### src/common/md_cfg.svh
/*
 * Configuration macros for the cell-list position store
 *   Coordinate and cell id widths
 *   Grid size per axis, cells numbered from 1
 *   Cell capacity and cell memory address width
 */
`ifndef MD_CFG_SVH
`define MD_CFG_SVH

// One coordinate of a particle position
`define MD_COORD_W 16

// One axis of a cell id
`define MD_CELL_ID_W 4

// Grid size, 2x2x1 cells
`define MD_GRID_X 2
`define MD_GRID_Y 2
`define MD_GRID_Z 1

// Particles per cell, address 0 keeps the count
`define MD_CELL_CAP 12
`define MD_ADDR_W 4

`endif

### src/common/md_types_pkg.sv
/*
 * Particle data types
 *   pos_t        position as {z, y, x}
 *   cell_id_t    cell id as {cell_x, cell_y, cell_z}
 *   cache_word_u memory word, count at address 0 or position elsewhere
 */
`include "md_cfg.svh"

package md_types_pkg;

	// Position, z in the top bits
	typedef struct packed {
		logic [`MD_COORD_W-1:0] z;
		logic [`MD_COORD_W-1:0] y;
		logic [`MD_COORD_W-1:0] x;
	} pos_t;

	// Cell id, cell_x in the top bits
	typedef struct packed {
		logic [`MD_CELL_ID_W-1:0] cell_x;
		logic [`MD_CELL_ID_W-1:0] cell_y;
		logic [`MD_CELL_ID_W-1:0] cell_z;
	} cell_id_t;

	// Count word, zero padded up to the position width
	typedef struct packed {
		logic [3*`MD_COORD_W-`MD_ADDR_W-1:0] pad;
		logic [`MD_ADDR_W-1:0] count;
	} count_word_t;

	// Same memory word, decoded by address
	typedef union packed {
		pos_t pos;
		count_word_t cnt;
	} cache_word_u;

endpackage

### src/verilog/read_router.sv
/*
 * Read router for the cache grid
 *   Decodes the cell id to a one-hot read enable
 *   Returns the selected cache word one cycle later
 *   Cells outside the grid return zero data
 */
`timescale 1ns/1ns
`include "md_cfg.svh"

module read_router
	import md_types_pkg::*;
#(
	parameter int n_cells = `MD_GRID_X * `MD_GRID_Y * `MD_GRID_Z
)
(
	input logic clk,
	input logic rst,
	input logic rd_en,
	input cell_id_t rd_cell,
	input logic [`MD_ADDR_W-1:0] rd_addr,
	output logic [n_cells-1:0] cache_rden,
	output logic [`MD_ADDR_W-1:0] cache_addr,
	input cache_word_u cache_q [n_cells],
	output cache_word_u rd_data,
	output logic rd_data_valid
);

	localparam int idx_w = (n_cells > 1) ? $clog2(n_cells) : 1;

	logic in_grid;
	logic [idx_w-1:0] idx;
	// Selection held for the cycle the RAM answers
	logic sel_in_grid;
	logic [idx_w-1:0] sel_idx;

	// Cells are numbered from 1 on each axis
	assign in_grid = (rd_cell.cell_x >= 1) && (rd_cell.cell_x <= `MD_GRID_X)
		&& (rd_cell.cell_y >= 1) && (rd_cell.cell_y <= `MD_GRID_Y)
		&& (rd_cell.cell_z >= 1) && (rd_cell.cell_z <= `MD_GRID_Z);

	// x fastest, then y, then z
	assign idx = idx_w'((rd_cell.cell_x - 1)
		+ `MD_GRID_X * ((rd_cell.cell_y - 1) + `MD_GRID_Y * (rd_cell.cell_z - 1)));

	assign cache_rden = (rd_en && in_grid) ? (n_cells'(1) << idx) : '0;
	assign cache_addr = rd_addr;

	always_ff @(posedge clk)
	begin
		if (rst)
			rd_data_valid <= 1'b0;
		else
			rd_data_valid <= rd_en;
		if (rd_en)
		begin
			sel_in_grid <= in_grid;
			sel_idx <= idx;
		end
	end

	assign rd_data = sel_in_grid ? cache_q[sel_idx] : '0;

endmodule

### config.mk
export PLATFORM = sky130hd
export DESIGN_NAME = read_router
export DESIGN_NICKNAME = d
export VERILOG_FILES = /design/src/common/md_types_pkg.sv /design/src/verilog/read_router.sv
export VERILOG_INCLUDE_DIRS = /design/src /design/src/common
export SDC_FILE = /design/constraint.sdc
export NUM_CORES = 1
export LEC_CHECK = 0
export ABC_AREA = 1
export BUFFER_PORTS_ARGS = -buffer_cell sky130_fd_sc_hd__buf_2
export CORE_AREA = 2 2 105 107
export CTS_BUF_LIST = sky130_fd_sc_hd__clkbuf_8
export DETAILED_ROUTE_END_ITERATION = 8
export DIE_AREA = 0 0 107 109
export PLACE_DENSITY = 0.62
export SKIP_LAST_GASP = 1
export SLEW_MARGIN = 25
export SYNTH_ARGS = -nofsm -noshare
export SYNTH_HDL_FRONTEND = slang
export SYNTH_SLANG_ARGS = --single-unit
### constraint.sdc
create_clock -name clk -period 1.5 [get_ports clk]
set_input_delay 0 -clock clk [delete_from_list [all_inputs] [get_ports clk]]
set_output_delay 0 -clock clk [all_outputs]
set_load 0.03 [all_outputs]
* Word-level counts from Yosys, hierarchy flattened *
Index checks and enable logic that the tools add are counted.

storage, ports and cells
  register bits = 4
  output and inout bits = 57
  logic and storage cells = 27

cells by class
  add/subtract/negate cells = 4
  magnitude comparators = 7
  shift operators = 1
  muxes and demuxes = 5
  bitwise operators = 1
  reductions and logical operators = 6

operators with widths
  cell                                                                   count
  48-bit 2-to-1 mux                                                      3
  48-bit binary-select mux with 2-bit select                             1
  4-bit by 1-bit >= comparator with 1-bit output, second input constant  3
  4-bit by 2-bit <= comparator with 1-bit output, second input constant  2
  1-bit logical AND                                                      6
  4-bit by 1-bit <= comparator with 1-bit output, second input constant  1
  4-bit 2-to-1 mux                                                       1
  1-bit by 2-bit << shifter with 4-bit output, first input constant      1
  3-bit >= comparator, second input constant                             1
  2-bit inverter with 3-bit output                                       1
  2-bit adder                                                            1
  2-bit by 1-bit subtractor with 2-bit output, second input constant     1
  1-bit adder, second input constant                                     1
  1-bit subtractor, second input constant                                1

* Depth between registers and ports, before layout *
  word-level depth = 8
  gate-level depth with buffers = 7

* Worst setup path after synthesis *
Ideal clock, no wire load.

  path kind = flip-flop to output port
  start = register sel_idx[1]
  end = output rd_data[31] in the netlist's numbering
  data arrival time = 1436 ps
  required time = 1500 ps
  slack = 64 ps
  stages on the path, launching flop included = 6
  path buffers = 2
  path through = edfxtp_1 -> buf_2 -> buf_2 -> nor2_1 -> o21ai_0 -> a21oi_1

RTL lines
  element                 line               text
  from (decl)             read_router.sv:34  logic [idx_w-1:0] sel_idx;
  from (signal assigned)  read_router.sv:57  sel_idx <= idx;
  to (decl)               read_router.sv:24  output cache_word_u rd_data,

==> results.cfg <==
[placed_design]
hpwl_um = 7471
portBuffers = 259
placed_cell_area_sq_um = 3393
gp_congestion = 0.8073

[clocking]
clkSinkCount = 4
cts_tree = done
cts.path.max_buffers = 2
root_buffer = clkbuf_8
cts_buffers = 3
htreeDepth = 1
cts.reportedPaths.clkPinSlew_ns = 0.04

[global_routing]
grt_usage_pct = 16.04
antenna_found_initial = 0
grt_pass1_wl_um = 15280
grt_overflow = 0
grt_max_degree = 49
grt_pass1_vias = 3319

[critical_path]
critPathLaunchType = register
required_ns = 1.50
arrival_ns = 1.60
crit_fanout = 20
end_kind = output pin
path_class = reg2out

[pwr]
power_density_nw_per_um2 = 566.4
p_comb_share_pct = 82.3
vdd_drop_max_mv = 0.3363
p_seq_share_pct = 6.4
p_leak_nw = 1.983
switching_share_pct = 49.77
power_mw = 2.147
power.clock.fraction_pct = 11.3
p_int_mw = 1.078
power.switching_mw = 1.068

[sta]
rsz0062_at_grt = yes
tightest_slew_ns = 0.3229
slew_violations = 0
slew_headroom_pct = 78.48
hold_violations = 0
post-route-period-util_pct = 106.4
post-route-min-period_ns = 1.596
max_freq_ghz = 0.6265
hold_slack_ns = 0.00004556
finalSetupViolCount = 47
timing.final.ws_setup_ns = -0.09619

[synthesis]
synth_nets = 632
yosysUniqueCellTypes = 18
synthesis.area_sq_um = 1978
syn_avg_cell_area_sq_um = 4.744
ys_warn_count = 0
ys_seq_elements = 4
netlist_instances = 417
synth.yosys.seq_area_share_pct = 5.566

[finish]
antennaDiodeCount = 0
layout_common_cells = buf_2, nor2_1, o21ai_0
final_area_sq_um = 3790
final_common_cell = buf_2
final_core_util_pct = 35.74
synthToLayoutAreaGrowth_pct = 91.59
num-nets-final = 878
layout-drive-gt1-share_pct = 43.66

[die]
die_area_sq_um = 11660
ios = 268
die_h_um = 109
start_util_pct = 18.66
dieWidth_um = 107
rows = 38
core_sq_um = 10600

[routing]
wire_per_inst_um = 12.90
drc = 0
drt_pass1_iterations = 4
avgViaCountPerCell = 4.484
wl_um = 10350
drtIter0Drc = 251
route.vias.total = 3596
ant_nets = 0

[run_status]
status = finished with violations
violations = negative setup slack

[run]
cap_viol_max_count = 0

[min_path]
hp-start = rd_addr[2]
hp-class = in2out
min_delay_path_depth = 0
min_to = cache_addr[2]
## synth_stat cells
library cell,n,area [sq um]
a21oi_1,48,240.2
and2_1,1,6.260
buf_2,12,60.06
buf_4,9,67.56
buf_6,5,56.30
clkbuf_1,14,52.55
dfxtp_1,1,20.02
edfxtp_1,3,90.09
ha_1,4,50.05
inv_1,11,41.29
inv_2,1,3.750
inv_4,1,6.260
nand2_1,5,18.77
nand3_1,1,5.000
nor2_1,203,762.0
o21ai_0,56,280.3
o21ai_1,40,200.2
xnor2_1,2,17.52
## layer usage
metal  routed length [um]  up-vias  track usage [%]
met2                 5092      193            31.12
met5                    0        -                0
met1                 4292     1546            18.71
li1                     -     1843                -
met4                  131        0            3.154
met3                  830       14            2.212
## critical path, stage by stage, from the launching register on
cell,delay (ns)
edfxtp_1,0.44
buf_12,0.20
inv_12,0.09
buf_12,0.15
o21ai_1,0.09
a21oi_1,0.19
buf_4,0.19
## kinds of logic after synthesis
family	Yosys count	synth area share [%]
fa+ha+maj	4	2.530
flops	4	5.566
buf+inv	53	14.55
compound gates	144	36.43
simple gates	210	40.04
xor+xnor	2	0.8857
## worst max path at each step
stage / start / end / slack, ns / cells past startpoint
finish: sel_idx[0] / rd_data[23] / -0.1 / 6
detailed placement: sel_idx[0] / rd_data[21] / 0.09 / 6
global placement: sel_idx[0] / rd_data[40] / 0.12 / 6
global route: sel_idx[0] / rd_data[11] / -0.19 / 6
floorplan: sel_idx[1] / rd_data[31] / 0.06 / 5
CTS: sel_idx[0] / rd_data[43] / -0.1 / 7
## metrics by stage
stage | setup slack, ns | instances | TNS, ns
after floorplan | 0.06354 | 417 | 0
after global placement | 0.1234 | 790 | 0
after detailed placement | 0.08736 | 790 | 0
after CTS | -0.09835 | 799 | -2.552
after global routing | -0.1886 | 802 | -7.564
final | -0.09619 | 802 | -2.090
## registers in the layout, indices dropped and copies added, names as in the netlist
signal	cells
rd_data_valid	1
sel_in_grid	1
sel_idx	2
## layout make-up
cell class | instances | area, sq um
clock buffers | 3 | 41.29
clock inverters | 1 | 3.754
fillers | 1224 | 6813
inverters | 13 | 61.31
multi-input cells | 360 | 1593
flip-flops and latches | 4 | 110.1
well taps | 140 | 175.2
repair buffers | 281 | 1805
## power by group through the flow
stage | clock network, mW | logic, mW | registers, mW
after global routing | 0.257 | 1.93 | 0.139
after floorplan | 0 | 0.991 | 0.138
after CTS | 0.247 | 1.72 | 0.138
after global placement | 0 | 1.54 | 0.137
final | 0.242 | 1.77 | 0.138
after detailed placement | 0 | 1.55 | 0.138
## repair_timing
action                                  in CTS  in global routing
endpoints found under the setup margin      48                 48
endpoints found under the hold margin        1                  0
pin swaps                                    5                 13
buffers inserted                             1                  1
gates resized for setup                     64                 10
hold buffers                                 1                  0
cloned                                       3                  2
(Power assumes the default switching activity.)
